`config.mk`:
```
export PLATFORM = sky130hd
export DESIGN_NAME = fuse_svc_top
export DESIGN_NICKNAME = d
export VERILOG_FILES = /design/src/logic/fuse_svc_pkg.sv /design/src/logic/fuse_mem_if.sv /design/src/logic/fuse_svc_top.sv /design/src/logic/partition_scanner.sv /design/src/logic/fault_injector.sv /design/src/logic/fuse_arbiter.sv /design/src/logic/fuse_array.sv
export SDC_FILE = /design/constraint.sdc
export NUM_CORES = 1
export LEC_CHECK = 0
export BUFFER_PORTS_ARGS = -buffer_cell sky130_fd_sc_hd__buf_4
export CAP_MARGIN = 20
export CORE_ASPECT_RATIO = 0.75
export CORE_MARGIN = 5
export CORE_UTILIZATION = 45
export DETAILED_ROUTE_END_ITERATION = 10
export SYNTH_ARGS = -nofsm -noshare
export SYNTH_HDL_FRONTEND = slang
export SYNTH_SLANG_ARGS = --single-unit
```
`constraint.sdc`:
```
create_clock -name clk -period 4.7 [get_ports clk]
set_input_delay 0.94 -clock clk [delete_from_list [all_inputs] [get_ports clk]]
set_output_delay 0.94 -clock clk [all_outputs]
set_load 0.02 [all_outputs]
```
`src/logic/fuse_svc_pkg.sv`:
```
// ----------------------------------------------------------
// Fuse service package.
// Word and address types, the partition layout of the fuse
// array, the service command codes and the sub-block reset
// length shared by the injector, scanner and arbiter.
// ----------------------------------------------------------
`default_nettype none

package fuse_svc_pkg;

  // ----------------------------------------------------------
  // Partition layout
  // ----------------------------------------------------------
  localparam int NumParts      = 4;
  localparam int PartStride    = 8;
  localparam int PartDataWords = 4;
  localparam int DigestOffset  = 4;

  // Highest address that any block is allowed to touch.
  localparam int LastUsedAddr  = (NumParts - 1) * PartStride + DigestOffset;

  // Sub-block reset length in clock cycles.
  localparam int SubRstCycles  = 10;
  localparam int SubRstCntW    = $clog2(SubRstCycles);

  typedef logic [15:0]                   fuse_word_t;
  typedef logic [4:0]                    fuse_addr_t;
  typedef logic [7:0]                    svc_cmd_t;
  typedef logic [NumParts-1:0]           part_vec_t;
  typedef logic [$clog2(NumParts)-1:0]   part_idx_t;
  typedef logic [$clog2(PartStride)-1:0] word_idx_t;

  // ----------------------------------------------------------
  // Service command codes
  // ----------------------------------------------------------
  localparam svc_cmd_t CmdCorrFault    = 8'h01;
  localparam svc_cmd_t CmdUncorrFault  = 8'h02;
  localparam svc_cmd_t CmdReleaseFault = 8'h03;
  localparam svc_cmd_t CmdSubReset     = 8'h10;

  // First word of a partition.
  function automatic fuse_addr_t part_base(part_idx_t idx);
    return fuse_addr_t'(int'(idx) * PartStride);
  endfunction

  // Digest word of a partition.
  function automatic fuse_addr_t digest_addr(part_idx_t idx);
    return part_base(idx) + fuse_addr_t'(DigestOffset);
  endfunction

endpackage

`default_nettype wire
```
`src/logic/fuse_mem_if.sv`:
```
// ----------------------------------------------------------
// Fuse array access port.
// One requester talks to the arbiter (or the arbiter to the
// array) with a held request, a grant and registered rdata.
// ----------------------------------------------------------
`timescale 1ns/1ps
`default_nettype none

interface fuse_mem_if;
  import fuse_svc_pkg::*;

  logic       req;
  logic       we;
  fuse_addr_t addr;
  fuse_word_t wdata;
  logic       gnt;
  fuse_word_t rdata;

  // Requester holds req until gnt, then reads rdata one cycle later.
  modport requester (
    output req, we, addr, wdata,
    input  gnt, rdata
  );

  modport arbiter (
    input  req, we, addr, wdata,
    output gnt, rdata
  );

endinterface

`default_nettype wire

```
`src/logic/fuse_svc_top.sv`:
```
// ----------------------------------------------------------
// Fuse service top level.
// Host write port, fault injector and partition scanner share
// the fuse array through the fixed-priority arbiter.
// ----------------------------------------------------------
`timescale 1ns/1ps
`default_nettype none

module fuse_svc_top (
  input  logic                     clk,
  input  logic                     cptra_rst_b,
  input  logic                     cmd_valid_i,
  input  fuse_svc_pkg::svc_cmd_t   cmd_i,
  input  logic                     host_we_i,
  input  fuse_svc_pkg::fuse_addr_t host_addr_i,
  input  fuse_svc_pkg::fuse_word_t host_wdata_i,
  output logic                     sub_rst_o,
  output fuse_svc_pkg::part_vec_t  err_corr_o,
  output fuse_svc_pkg::part_vec_t  err_fatal_o,
  output logic                     scan_done_o
);

  fuse_mem_if host_bus ();
  fuse_mem_if inj_bus ();
  fuse_mem_if scan_bus ();
  fuse_mem_if mem_bus ();

  // The host has top priority, so its write strobe is never stalled.
  assign host_bus.req   = host_we_i;
  assign host_bus.we    = host_we_i;
  assign host_bus.addr  = host_addr_i;
  assign host_bus.wdata = host_wdata_i;

  fuse_arbiter i_arbiter (
    .clk         (clk),
    .cptra_rst_b (cptra_rst_b),
    .host        (host_bus.arbiter),
    .inj         (inj_bus.arbiter),
    .scan        (scan_bus.arbiter),
    .mem         (mem_bus.requester)
  );

  fuse_array i_array (
    .clk (clk),
    .mem (mem_bus.arbiter)
  );

  fault_injector i_injector (
    .clk         (clk),
    .cptra_rst_b (cptra_rst_b),
    .cmd_valid_i (cmd_valid_i),
    .cmd_i       (cmd_i),
    .bus         (inj_bus.requester),
    .sub_rst_o   (sub_rst_o)
  );

  partition_scanner i_scanner (
    .clk         (clk),
    .cptra_rst_b (cptra_rst_b),
    .sub_rst_i   (sub_rst_o),
    .bus         (scan_bus.requester),
    .err_corr_o  (err_corr_o),
    .err_fatal_o (err_fatal_o),
    .scan_done_o (scan_done_o)
  );

endmodule

`default_nettype wire

```
`src/logic/partition_scanner.sv`:
```
// ----------------------------------------------------------
// Partition scanner.
// Walks all partitions without end, folds each one's data
// words by XOR and compares the result with its digest.
// One differing bit is correctable and more are fatal.
// ----------------------------------------------------------
`timescale 1ns/1ps
`default_nettype none

module partition_scanner (
  input  logic                    clk,
  input  logic                    cptra_rst_b,
  input  logic                    sub_rst_i,
  fuse_mem_if.requester           bus,
  output fuse_svc_pkg::part_vec_t err_corr_o,
  output fuse_svc_pkg::part_vec_t err_fatal_o,
  output logic                    scan_done_o
);
  import fuse_svc_pkg::*;

  typedef enum logic [1:0] {
    ScanIdle,
    ScanReq,
    ScanWait
  } scan_state_e;

  scan_state_e                           state_q;
  part_idx_t                             part_q;
  word_idx_t                             word_q;
  fuse_word_t                            fold_q;
  part_vec_t                             corr_q;
  part_vec_t                             fatal_q;
  logic                                  done_q;
  logic                                  at_digest;
  logic                                  last_part;
  logic [$clog2($bits(fuse_word_t)):0]   diff_cnt;

  assign at_digest = (word_q == word_idx_t'(DigestOffset));
  assign last_part = (part_q == part_idx_t'(NumParts - 1));

  // Number of bits where the folded data and the stored digest disagree.
  assign diff_cnt = ($clog2($bits(fuse_word_t)) + 1)'($countones(fold_q ^ bus.rdata));

  assign bus.req   = (state_q == ScanReq);
  assign bus.we    = 1'b0;
  assign bus.addr  = part_base(part_q) + fuse_addr_t'(word_q);
  assign bus.wdata = '0;

  // ----------------------------------------------------------
  // Scan sequencing and error flags
  // ----------------------------------------------------------
  always_ff @(posedge clk or negedge cptra_rst_b) begin
    if (!cptra_rst_b) begin
      state_q <= ScanIdle;
      part_q  <= '0;
      word_q  <= '0;
      corr_q  <= '0;
      fatal_q <= '0;
      done_q  <= 1'b0;
    end else if (sub_rst_i) begin
      state_q <= ScanIdle;
      part_q  <= '0;
      word_q  <= '0;
      corr_q  <= '0;
      fatal_q <= '0;
      done_q  <= 1'b0;
    end else begin
      done_q <= 1'b0;
      unique case (state_q)
        ScanIdle: begin
          // The first request of a pass follows one cycle after any reset.
          state_q <= ScanReq;
        end
        ScanReq: begin
          if (bus.gnt) begin
            state_q <= ScanWait;
          end
        end
        ScanWait: begin
          state_q <= ScanReq;
          if (!at_digest) begin
            // After the last data word the digest comes next.
            if (word_q == word_idx_t'(PartDataWords - 1)) begin
              word_q <= word_idx_t'(DigestOffset);
            end else begin
              word_q <= word_q + 1'b1;
            end
          end else begin
            // Unlocked partitions carry a zero digest and are not judged.
            if (bus.rdata != '0) begin
              if (diff_cnt == 1) begin
                corr_q[part_q] <= 1'b1;
              end else if (diff_cnt > 1) begin
                fatal_q[part_q] <= 1'b1;
              end
            end
            word_q <= '0;
            part_q <= last_part ? '0 : part_q + 1'b1;
            done_q <= last_part;
          end
        end
        default: begin
          state_q <= ScanReq;
        end
      endcase
    end
  end

  // The fold restarts with the first data word of every partition.
  always_ff @(posedge clk) begin
    if ((state_q == ScanWait) && !at_digest) begin
      fold_q <= (word_q == '0) ? bus.rdata : (fold_q ^ bus.rdata);
    end
  end

  // Flags read as clear for the whole sub-block reset window.
  assign err_corr_o  = sub_rst_i ? '0 : corr_q;
  assign err_fatal_o = sub_rst_i ? '0 : fatal_q;
  assign scan_done_o = done_q & ~sub_rst_i;

endmodule

`default_nettype wire

```
`src/logic/fault_injector.sv`:
```
// ----------------------------------------------------------
// Fuse fault injector.
// Decodes service commands, corrupts the first data word of
// every locked partition, restores it on release and times
// the sub-block reset.
// ----------------------------------------------------------
`timescale 1ns/1ps
`default_nettype none

module fault_injector (
  input  logic                   clk,
  input  logic                   cptra_rst_b,
  input  logic                   cmd_valid_i,
  input  fuse_svc_pkg::svc_cmd_t cmd_i,
  fuse_mem_if.requester          bus,
  output logic                   sub_rst_o
);
  import fuse_svc_pkg::*;

  typedef enum logic [2:0] {
    InjIdle,
    InjRdDigest,
    InjWaitDigest,
    InjRdData,
    InjWaitData,
    InjWrData,
    InjRelease
  } inj_state_e;

  inj_state_e            state_q;
  part_idx_t             part_q;
  part_vec_t             locked_q;
  logic                  fault_active_q;
  logic                  uncorr_q;
  fuse_word_t            fault_word_q;
  fuse_word_t            saved_q [NumParts];
  logic                  last_part;
  logic                  inj_start;
  logic                  rel_start;
  logic                  rst_start;
  logic                  sub_rst_q;
  logic [SubRstCntW-1:0] rst_cnt_q;

  assign last_part = (part_q == part_idx_t'(NumParts - 1));

  // Commands are taken only while idle; anything else is dropped.
  assign inj_start = cmd_valid_i && (state_q == InjIdle) && !fault_active_q &&
                     ((cmd_i == CmdCorrFault) || (cmd_i == CmdUncorrFault));
  assign rel_start = cmd_valid_i && (state_q == InjIdle) && fault_active_q &&
                     (cmd_i == CmdReleaseFault);
  assign rst_start = cmd_valid_i && (state_q == InjIdle) && !sub_rst_q &&
                     (cmd_i == CmdSubReset);

  // ----------------------------------------------------------
  // Injection and release FSM
  // ----------------------------------------------------------
  always_ff @(posedge clk or negedge cptra_rst_b) begin
    if (!cptra_rst_b) begin
      state_q        <= InjIdle;
      part_q         <= '0;
      locked_q       <= '0;
      fault_active_q <= 1'b0;
      uncorr_q       <= 1'b0;
    end else begin
      unique case (state_q)
        InjIdle: begin
          if (inj_start) begin
            state_q        <= InjRdDigest;
            part_q         <= '0;
            locked_q       <= '0;
            fault_active_q <= 1'b1;
            uncorr_q       <= (cmd_i == CmdUncorrFault);
          end else if (rel_start) begin
            state_q <= InjRelease;
            part_q  <= '0;
          end
        end
        InjRdDigest: begin
          if (bus.gnt) begin
            state_q <= InjWaitDigest;
          end
        end
        InjWaitDigest: begin
          // A zero digest means the partition is not locked.
          if (bus.rdata != '0) begin
            locked_q[part_q] <= 1'b1;
            state_q          <= InjRdData;
          end else if (last_part) begin
            state_q <= InjIdle;
          end else begin
            part_q  <= part_q + 1'b1;
            state_q <= InjRdDigest;
          end
        end
        InjRdData: begin
          if (bus.gnt) begin
            state_q <= InjWaitData;
          end
        end
        InjWaitData: begin
          state_q <= InjWrData;
        end
        InjWrData: begin
          if (bus.gnt) begin
            part_q  <= part_q + 1'b1;
            state_q <= last_part ? InjIdle : InjRdDigest;
          end
        end
        InjRelease: begin
          if (bus.gnt || !locked_q[part_q]) begin
            part_q <= part_q + 1'b1;
            if (last_part) begin
              state_q        <= InjIdle;
              fault_active_q <= 1'b0;
            end
          end
        end
        default: begin
          state_q <= InjIdle;
        end
      endcase
    end
  end

  always_ff @(posedge clk) begin
    if (state_q == InjWaitData) begin
      saved_q[part_q] <= bus.rdata;
      fault_word_q    <= uncorr_q ? ~bus.rdata : (bus.rdata ^ fuse_word_t'(1));
    end
  end

  always_comb begin
    bus.req   = 1'b0;
    bus.we    = 1'b0;
    bus.addr  = part_base(part_q);
    bus.wdata = fault_word_q;
    unique case (state_q)
      InjRdDigest: begin
        bus.req  = 1'b1;
        bus.addr = digest_addr(part_q);
      end
      InjRdData: begin
        bus.req = 1'b1;
      end
      InjWrData: begin
        bus.req = 1'b1;
        bus.we  = 1'b1;
      end
      InjRelease: begin
        bus.req   = locked_q[part_q];
        bus.we    = 1'b1;
        bus.wdata = saved_q[part_q];
      end
      default: begin
        bus.req = 1'b0;
      end
    endcase
  end

  // ----------------------------------------------------------
  // Sub-block reset timer
  // ----------------------------------------------------------
  always_ff @(posedge clk or negedge cptra_rst_b) begin
    if (!cptra_rst_b) begin
      sub_rst_q <= 1'b0;
      rst_cnt_q <= '0;
    end else if (rst_start) begin
      sub_rst_q <= 1'b1;
      rst_cnt_q <= '0;
    end else if (sub_rst_q) begin
      rst_cnt_q <= rst_cnt_q + 1'b1;
      if (rst_cnt_q == SubRstCntW'(SubRstCycles - 1)) begin
        sub_rst_q <= 1'b0;
      end
    end
  end

  assign sub_rst_o = sub_rst_q;

  a_sub_rst_len : assert property (
    @(posedge clk) disable iff (!cptra_rst_b)
    $rose(sub_rst_o) |-> sub_rst_o [*SubRstCycles] ##1 !sub_rst_o
  ) else $error("fault_injector: sub-block reset length is wrong");

endmodule

`default_nettype wire

```
`src/logic/fuse_arbiter.sv`:
```
// ----------------------------------------------------------
// Fuse array arbiter.
// Fixed priority of host, injector, then scanner onto the one
// array port, with read data steered back to its owner.
// ----------------------------------------------------------
`timescale 1ns/1ps
`default_nettype none

module fuse_arbiter (
  input logic           clk,
  input logic           cptra_rst_b,
  fuse_mem_if.arbiter   host,
  fuse_mem_if.arbiter   inj,
  fuse_mem_if.arbiter   scan,
  fuse_mem_if.requester mem
);

  // Bit 0 marks the host, bit 1 the injector and bit 2 the scanner.
  logic [2:0] rd_owner_q;

  // ----------------------------------------------------------
  // Grant and request forwarding
  // ----------------------------------------------------------
  always_comb begin
    host.gnt = host.req & mem.gnt;
    inj.gnt  = inj.req & ~host.req & mem.gnt;
    scan.gnt = scan.req & ~host.req & ~inj.req & mem.gnt;
  end

  always_comb begin
    mem.req = host.req | inj.req | scan.req;
    if (host.req) begin
      mem.we    = host.we;
      mem.addr  = host.addr;
      mem.wdata = host.wdata;
    end else if (inj.req) begin
      mem.we    = inj.we;
      mem.addr  = inj.addr;
      mem.wdata = inj.wdata;
    end else begin
      mem.we    = scan.we;
      mem.addr  = scan.addr;
      mem.wdata = scan.wdata;
    end
  end

  // Remember who owned the read so the data lands only there.
  always_ff @(posedge clk or negedge cptra_rst_b) begin
    if (!cptra_rst_b) begin
      rd_owner_q <= '0;
    end else begin
      rd_owner_q <= {scan.gnt & ~scan.we, inj.gnt & ~inj.we, host.gnt & ~host.we};
    end
  end

  assign host.rdata = rd_owner_q[0] ? mem.rdata : '0;
  assign inj.rdata  = rd_owner_q[1] ? mem.rdata : '0;
  assign scan.rdata = rd_owner_q[2] ? mem.rdata : '0;

  a_gnt_onehot : assert property (
    @(posedge clk) disable iff (!cptra_rst_b)
    $onehot0({host.gnt, inj.gnt, scan.gnt})
  ) else $error("fuse_arbiter: more than one grant");

endmodule

`default_nettype wire

```
`src/logic/fuse_array.sv`:
```
// ----------------------------------------------------------
// Fuse word storage.
// 32 words behind a single port that either writes or reads
// per cycle. Read data appears one cycle after the grant.
// ----------------------------------------------------------
`timescale 1ns/1ps
`default_nettype none

module fuse_array (
  input logic         clk,
  fuse_mem_if.arbiter mem
);
  import fuse_svc_pkg::*;

  fuse_word_t word_q [NumParts * PartStride];

  // The array never stalls, so every request is accepted at once.
  assign mem.gnt = mem.req;

  always_ff @(posedge clk) begin
    if (mem.gnt) begin
      if (mem.we) begin
        word_q[mem.addr] <= mem.wdata;
      end else begin
        mem.rdata <= word_q[mem.addr];
      end
    end
  end

  // Nothing above the last digest word is part of any partition.
  a_addr_in_range : assert property (
    @(posedge clk) mem.req |-> (int'(mem.addr) <= LastUsedAddr)
  ) else $error("fuse_array: access beyond last partition at %0d", mem.addr);

endmodule

`default_nettype wire

```
Word level (Yosys, flattened, before mapping) --
Memories as Yosys holds them, arrays and structs flattened. A register that Yosys moved wholly into a read port is not among the register bits. Cells that the tools add are included.
Cells by class: reduce and logical (&&, ||, !) cells 40, add/sub/neg operators 21, order comparisons 5, eq/ne operators 30, mux-type cells 81, bitwise operators 22
Operators by type and width (count):
- $mux 16 | 7
- $mux 4 | 17
- $mux 3 | 12
- $add 5x5->5 | 7
- $reduce_bool 16->1 | 2
- $mux 2 | 13
- $mux 1 | 21
- $pmux 3 s7 | 1
- $add 1x1->2 | 8
- $eq 8x2->1 const B | 2
- $not 16->16 | 1
- $reduce_bool 2->1 | 8
- $xor 16x16->16 | 1
- $mux 5 | 3
- $eq 3x3->1 const B | 4
- $ne 2x2->1 const B | 6
- $or 4x4->4 | 3
- $reduce_and 6->1 | 2
- $logic_and 1x1->1 | 10
- $and 1x1->1 | 9
- $eq 3x2->1 const B | 3
- $eq 8x1->1 const B | 1
- $eq 8x5->1 const B | 1
- $ne 2x1->1 const B | 4
- other kinds (32) | 53
Storage, ports and cells: bits in registers 67, memories kept 2, memory bits (writable) 576, output and inout port bits 10, input port bits 33
Memory list:
- i_array.word_q | depth 32, width 16, read ports 1, clocked after memory_dff 1, write ports 1, line fuse_array.sv:15 | fuse_word_t word_q [NumParts * PartStride];
- i_injector.saved_q | depth 4, width 16, read ports 1, clocked after memory_dff 0, write ports 1, line fault_injector.sv:36 | fuse_word_t saved_q [NumParts];

Depth between registers and ports, before layout --
depth after elaboration 13, depth in mapped cells 21

Modules after synthesis --
From an unflattened synthesis, not the netlist that was laid out.
Unflattened totals: cells, all modules 1691, area total of the unflattened synthesis 27644.0 um^2
By module, submodules not included:
- fuse_array | area each 20255.7 um^2, cells each 1090, times used 1
- fault_injector | area each 4245.3 um^2, cells each 263, times used 1
- partition_scanner | area each 2200.9 um^2, cells each 202, times used 1
- fuse_arbiter | area each 942.2 um^2, cells each 136, times used 1

Worst setup path before layout --
Ideal clock, no wire load.
kind register -> register, start point register i_arbiter.rd_owner_q[2], end point register i_scanner.corr_q[3], arrival 4.932 ns, stages on the path, launching flop included 22, setup time 0.073 ns, path buffers 2, required time 4.627 ns, slack -0.305 ns, clock period less this slack 5.005 ns, cells stage by stage dfrtp_1 > clkbuf_1 > clkbuf_1 > nand2_1 > xnor2_1 > ha_1 > inv_1 > fa_1 > inv_1 > fa_1 > fa_1 > inv_1 > fa_1 > inv_1 > ha_1 > inv_1 > fa_1 > nor3b_1 > nand3_1 > a211oi_1 > a21oi_1 > nor2_1
Between the ends: cells in the longest elaborated chain, start to end 9, elaborated cells between the ends (all ways) 22
Ends and longest elaborated chain:
- from (decl) | line fuse_arbiter.sv:19 | logic [2:0] rd_owner_q;
- from (signal assigned) | line fuse_arbiter.sv:52 | rd_owner_q <= {scan.gnt & ~scan.we, inj.gnt & ~inj.we, host.gnt & ~host.we};
- $mux 16 (*) | line fuse_arbiter.sv:58 | assign scan.rdata = rd_owner_q[2] ? mem.rdata : '0;
- $xor 16x16->16 | line partition_scanner.sv:42 | assign diff_cnt = ($clog2($bits(fuse_word_t)) + 1)'($countones(fold_q ^ bus.rdata));
- $add 1x1->2 (implied by the code) | line partition_scanner.sv:42
- $add 5x5->5 (implied by the code) (3 in series) | line partition_scanner.sv:42
- $eq 5x1->1 | line partition_scanner.sv:91 | if (diff_cnt == 1) begin
- $reduce_bool 2->1 (no source line)
- $reduce_and 4->1 (no source line) (*)
- to (signal assigned) | line partition_scanner.sv:57 | corr_q <= '0;
- to (signal assigned) | line partition_scanner.sv:64 | corr_q <= '0;
- to (signal, indexed assignment) | line partition_scanner.sv:92 | corr_q[part_q] <= 1'b1;
- to (decl) | line partition_scanner.sv:31 | part_vec_t corr_q;
Mark *: on every way between the ends. The rest lies on a longest branch, timed or not. A chain may end at the register's enable or synchronous reset.

Worst setup path after layout --
start point register i_arbiter.rd_owner_q[2], end point register i_scanner.fatal_q[1]
Between the ends: cells in the longest elaborated chain, start to end 9, elaborated cells between the ends (all ways) 24
Ends and longest elaborated chain:
- $mux 16 (*) | line fuse_arbiter.sv:58
- $xor 16x16->16 | line partition_scanner.sv:42
- $add 1x1->2 (implied by the code) | line partition_scanner.sv:42
- $add 5x5->5 (implied by the code) (3 in series) | line partition_scanner.sv:42
- $gt 5x1->1 / $eq 5x1->1 (equally long branches) | line partition_scanner.sv:93, partition_scanner.sv:91
- $reduce_bool 2->1 (no source line) / $ne 2x2->1 (equally long branches)
- $reduce_and 5->1 (no source line) (*)
- to (signal assigned) | line partition_scanner.sv:58 | fatal_q <= '0;
- to (signal assigned) | line partition_scanner.sv:65 | fatal_q <= '0;
- to (signal, indexed assignment) | line partition_scanner.sv:94 | fatal_q[part_q] <= 1'b1;
- to (decl) | line partition_scanner.sv:32 | part_vec_t fatal_q;
Marks and branches as above.

==> results.toml <==
[status]
outcome = "finished with violations"
violations = "setup timing"

[logic_synthesis]
synth_top_family_by_area = "compound AO/OA/AOI/OAI gates"
syn-cell-area_sq_mm = 0.02728
synth_top_area_frac = 0.6868
ys_types = 55
ys_ff_latch = 658
synthAdderAreaFrac = 0.01999
synth_area_leaders = "edfxtp_1 69%, a22oi_1 5.3%, a21oi_1 5.1%"
synthesis.nets = 2046
synth_top_area_cell = "edfxtp_1"
synthMuxAreaShare = 0.02440
ys_warn_count = 0
syn_inst = 1976
syn_area_per_cell_sq_um = 13.81
seq_area_frac_synth = 0.7180
async_flop_share = 0.05167
synth_compound_area_frac = 0.1144
ys.flop_type = "edfxtp_1"
synth_xor_area_frac = 0.01637
synth_edf_count = 624
synth_simple_gate_area_frac = 0.08209

[global_routing]
grt_pass1_vias = 16420
grt_overflow_total = 0
globalRouteTotalUtil = 0.2149
grt_max_degree = 71
antenna_found_initial = 2
grt_pass1_wl_um = 106200

[sta]
fin_crit_ns = 4.731
setup_viol = 4
slew_violations = 0
fin_crit_sh = 1.007
setup_ws_ns = -0.03065
max-slew-margin-rel = 0.2978
grt_setup_unrepaired = "yes"
fin_hold_ws_ns = 0.2730
finalHoldViolCount = 0
setup_tns_ns = -0.08777
tightest_slew_ns = 1.053
finalClockSkew_ns = 0.01299
max_freq_mhz = 211.4

[setup_path]
crit_path_end_kind = "flop"
crit_required_ns = 5.21
worstSetupPathType = "flop to flop"
critPathArrivalTime_ns = 5.24
cp_max_fo = 7
worstSetupStartpointType = "flop"

[finish]
final_util = 0.5213
multi_input_area_sq_mm = 0.007259
fillers = 4958
fin_nets = 2167
areaGrowthSynthToFinish_pct = 15.05
drive_gt1_frac = 0.1647
register_area_sq_mm = 0.01959
final_cell_area_sq_mm = 0.03139

[clocking]
insertion_delay_ns = 0.62
clockBufferDepth = 3
cts_tree = "yes"
clk_pin_slew_ns = 0.06
cts.sinks = 658
cts_max_level = 2
cts-root-buf = "clkbuf_16"
hold_buffers = 0
numCtsBuffers = 60

[routing]
routedWlPerCell_um = 24.52
vias_per_cell = 5.857
routed_wl_um = 72190
firstDrtPassIters = 5
drc = 0
vias = 17240
postRouteAntennaNets = 0
drtIter0Drc = 1903

[worst_hold_path]
hold_class = "input port to async pin"

[placed_design]
place_congestion = 0.8831
portBuffers = 42
post_dp_cell_area_sq_mm = 0.02927
place_hpwl_um = 44880

[floorplan]
die_y_um = 223.2
die_area_sq_mm = 0.06571
die_w_um = 294.3
io_pins = 43
initial_core_util = 0.4531
core.rowCount = 78
core-area_sq_mm = 0.06022

[job]
drv_cap = 0

[pwr]
power_mw = 20.17
leakage_nw = 10.88
p_per_area_mw_per_mm2 = 642.7
ir_drop_mv = 1.242
layout make-up:
cell class | count | share of cell area
repair buffers | 180 | 0.04827
inverters | 40 | 0.004783
clock inverters | 35 | 0.008889
clock buffers | 73 | 0.05074
well taps | 800 | 0.03189
multi-input cells | 1157 | 0.2313
flip-flops and latches | 658 | 0.6241
diodes | 1 | 0.00007972
where the power goes:
part / leakage (nW) / internal [mW] / switching (mW)
registers: 6.14 / 7.35 / 0.257
logic: 3.83 / 3.24 / 4.62
clock network: 0.904 / 2.62 / 2.09
total: 10.9 / 13.2 / 6.96
critical path, stage by stage, from the launching register on:
cell     delay [ns]
dfrtp_2        0.44
buf_12         0.16
nand2_4        0.06
xnor2_2        0.13
ha_2           0.32
inv_2          0.04
fa_1           0.52
inv_1          0.05
fa_2           0.46
fa_2           0.40
inv_2          0.06
fa_1           0.40
inv_1          0.07
ha_2           0.18
inv_2          0.04
fa_2           0.52
nor3b_4        0.22
buf_4          0.15
buf_6          0.09
a21oi_4        0.07
a21oi_2        0.18
nor2_1         0.05
synthesized netlist by cell type, types with 4 or more instances:
library cell / count
edfxtp_1: 624
nand2_1: 333
a21oi_1: 277
a22oi_1: 193
nor2_1: 69
buf_2: 49
clkbuf_1: 45
inv_1: 40
dfrtp_1: 34
xor2_1: 34
o21ai_0: 28
ha_1: 26
buf_1: 25
mux2i_1: 20
nand4_1: 19
and2_1: 17
mux4_2: 17
xnor2_1: 17
nand3_1: 15
fa_1: 11
nor2b_1: 10
nor4_1: 10
nor3_1: 7
and3_1: 5
mux2_2: 4
nand2b_1: 4
nor3_2: 4
nor3_4: 4
cell families after synthesis:
kind of cell,count (synthesis)
flops,658
buf+inv,161
xor+xnor,51
mux,43
compound gates,515
fa+ha+maj,37
simple gates,511
layer usage:
metal	vias up	GRT usage	wire, um
met5	-	0	13
met4	2	0.05186	1524
met3	108	0.05723	6894
met2	662	0.3067	31470
met1	8810	0.3303	32280
li1	7662	-	-
final timing paths:
check	start	endpoint	slack, ns	depth (start not counted)
setup / recovery	i_arbiter.rd_owner_q[2]	i_scanner.fatal_q[1]	-0.03	21
hold / removal	cptra_rst_b	i_scanner.fatal_q[0]	0.27	1
setup reg to reg	i_arbiter.rd_owner_q[2]	i_scanner.fatal_q[1]	-0.03	21
hold reg to reg	i_scanner.fatal_q[3]	i_scanner.fatal_q[3]	0.50	2
max in group asynchronous	cptra_rst_b	i_arbiter.rd_owner_q[2]	4.07	1
min in group clk	i_scanner.fatal_q[3]	i_scanner.fatal_q[3]	0.50	2
per-stage QoR:
stage	setup slack, ns	instances
CTS	-0.05867	2940
finish	-0.03065	2944
detailed placement	-0.2015	2827
global placement	-0.06421	2826
global route	-0.2282	2943
floorplan	0.02927	1976
placed cells by master (no fill, tap or decap), types with 14 or more instances in the layout:
cell / count
buf_4: 167
inv_1: 34
o21ai_2: 15
a21oi_1: 272
edfxtp_1: 624
nand2_1: 322
nor2_1: 69
ha_1: 22
and2_1: 15
clkinv_1: 17
dfrtp_1: 33
xor2_1: 34
xnor2_1: 14
mux2i_1: 20
a22oi_1: 193
nand3_1: 14
clkbuf_16: 62
nand4_1: 19
mux4_2: 17
what timing repair did:
item                                    in CTS  in global routing
resized for setup                           31                 13
cloned                                       1                  0
setup buffers                                4                  2
endpoints found under the setup margin       8                  8
pin swaps                                   13                  3
state kept, by name (all words and copies together), names as in the netlist:
name and cells:
i_injector.uncorr_q 1, i_scanner.fold_q 16, i_scanner.fatal_q 4, i_injector.state_q 3
i_arbiter.rd_owner_q 2, i_injector.part_q 2, i_scanner.word_q 3, i_scanner.state_q 2
i_scanner.part_q 2, i_scanner.corr_q 4, i_injector.fault_word_q 16, i_injector.sub_rst_o 1
i_injector.locked_q 4, i_array.word_q 512, i_array.mem.rdata 16, i_injector.fault_active_q 1
i_scanner.done_q 1, i_injector.saved_q 64, i_injector.rst_cnt_q 4
Note: power is estimated with default switching activity, not from simulation.
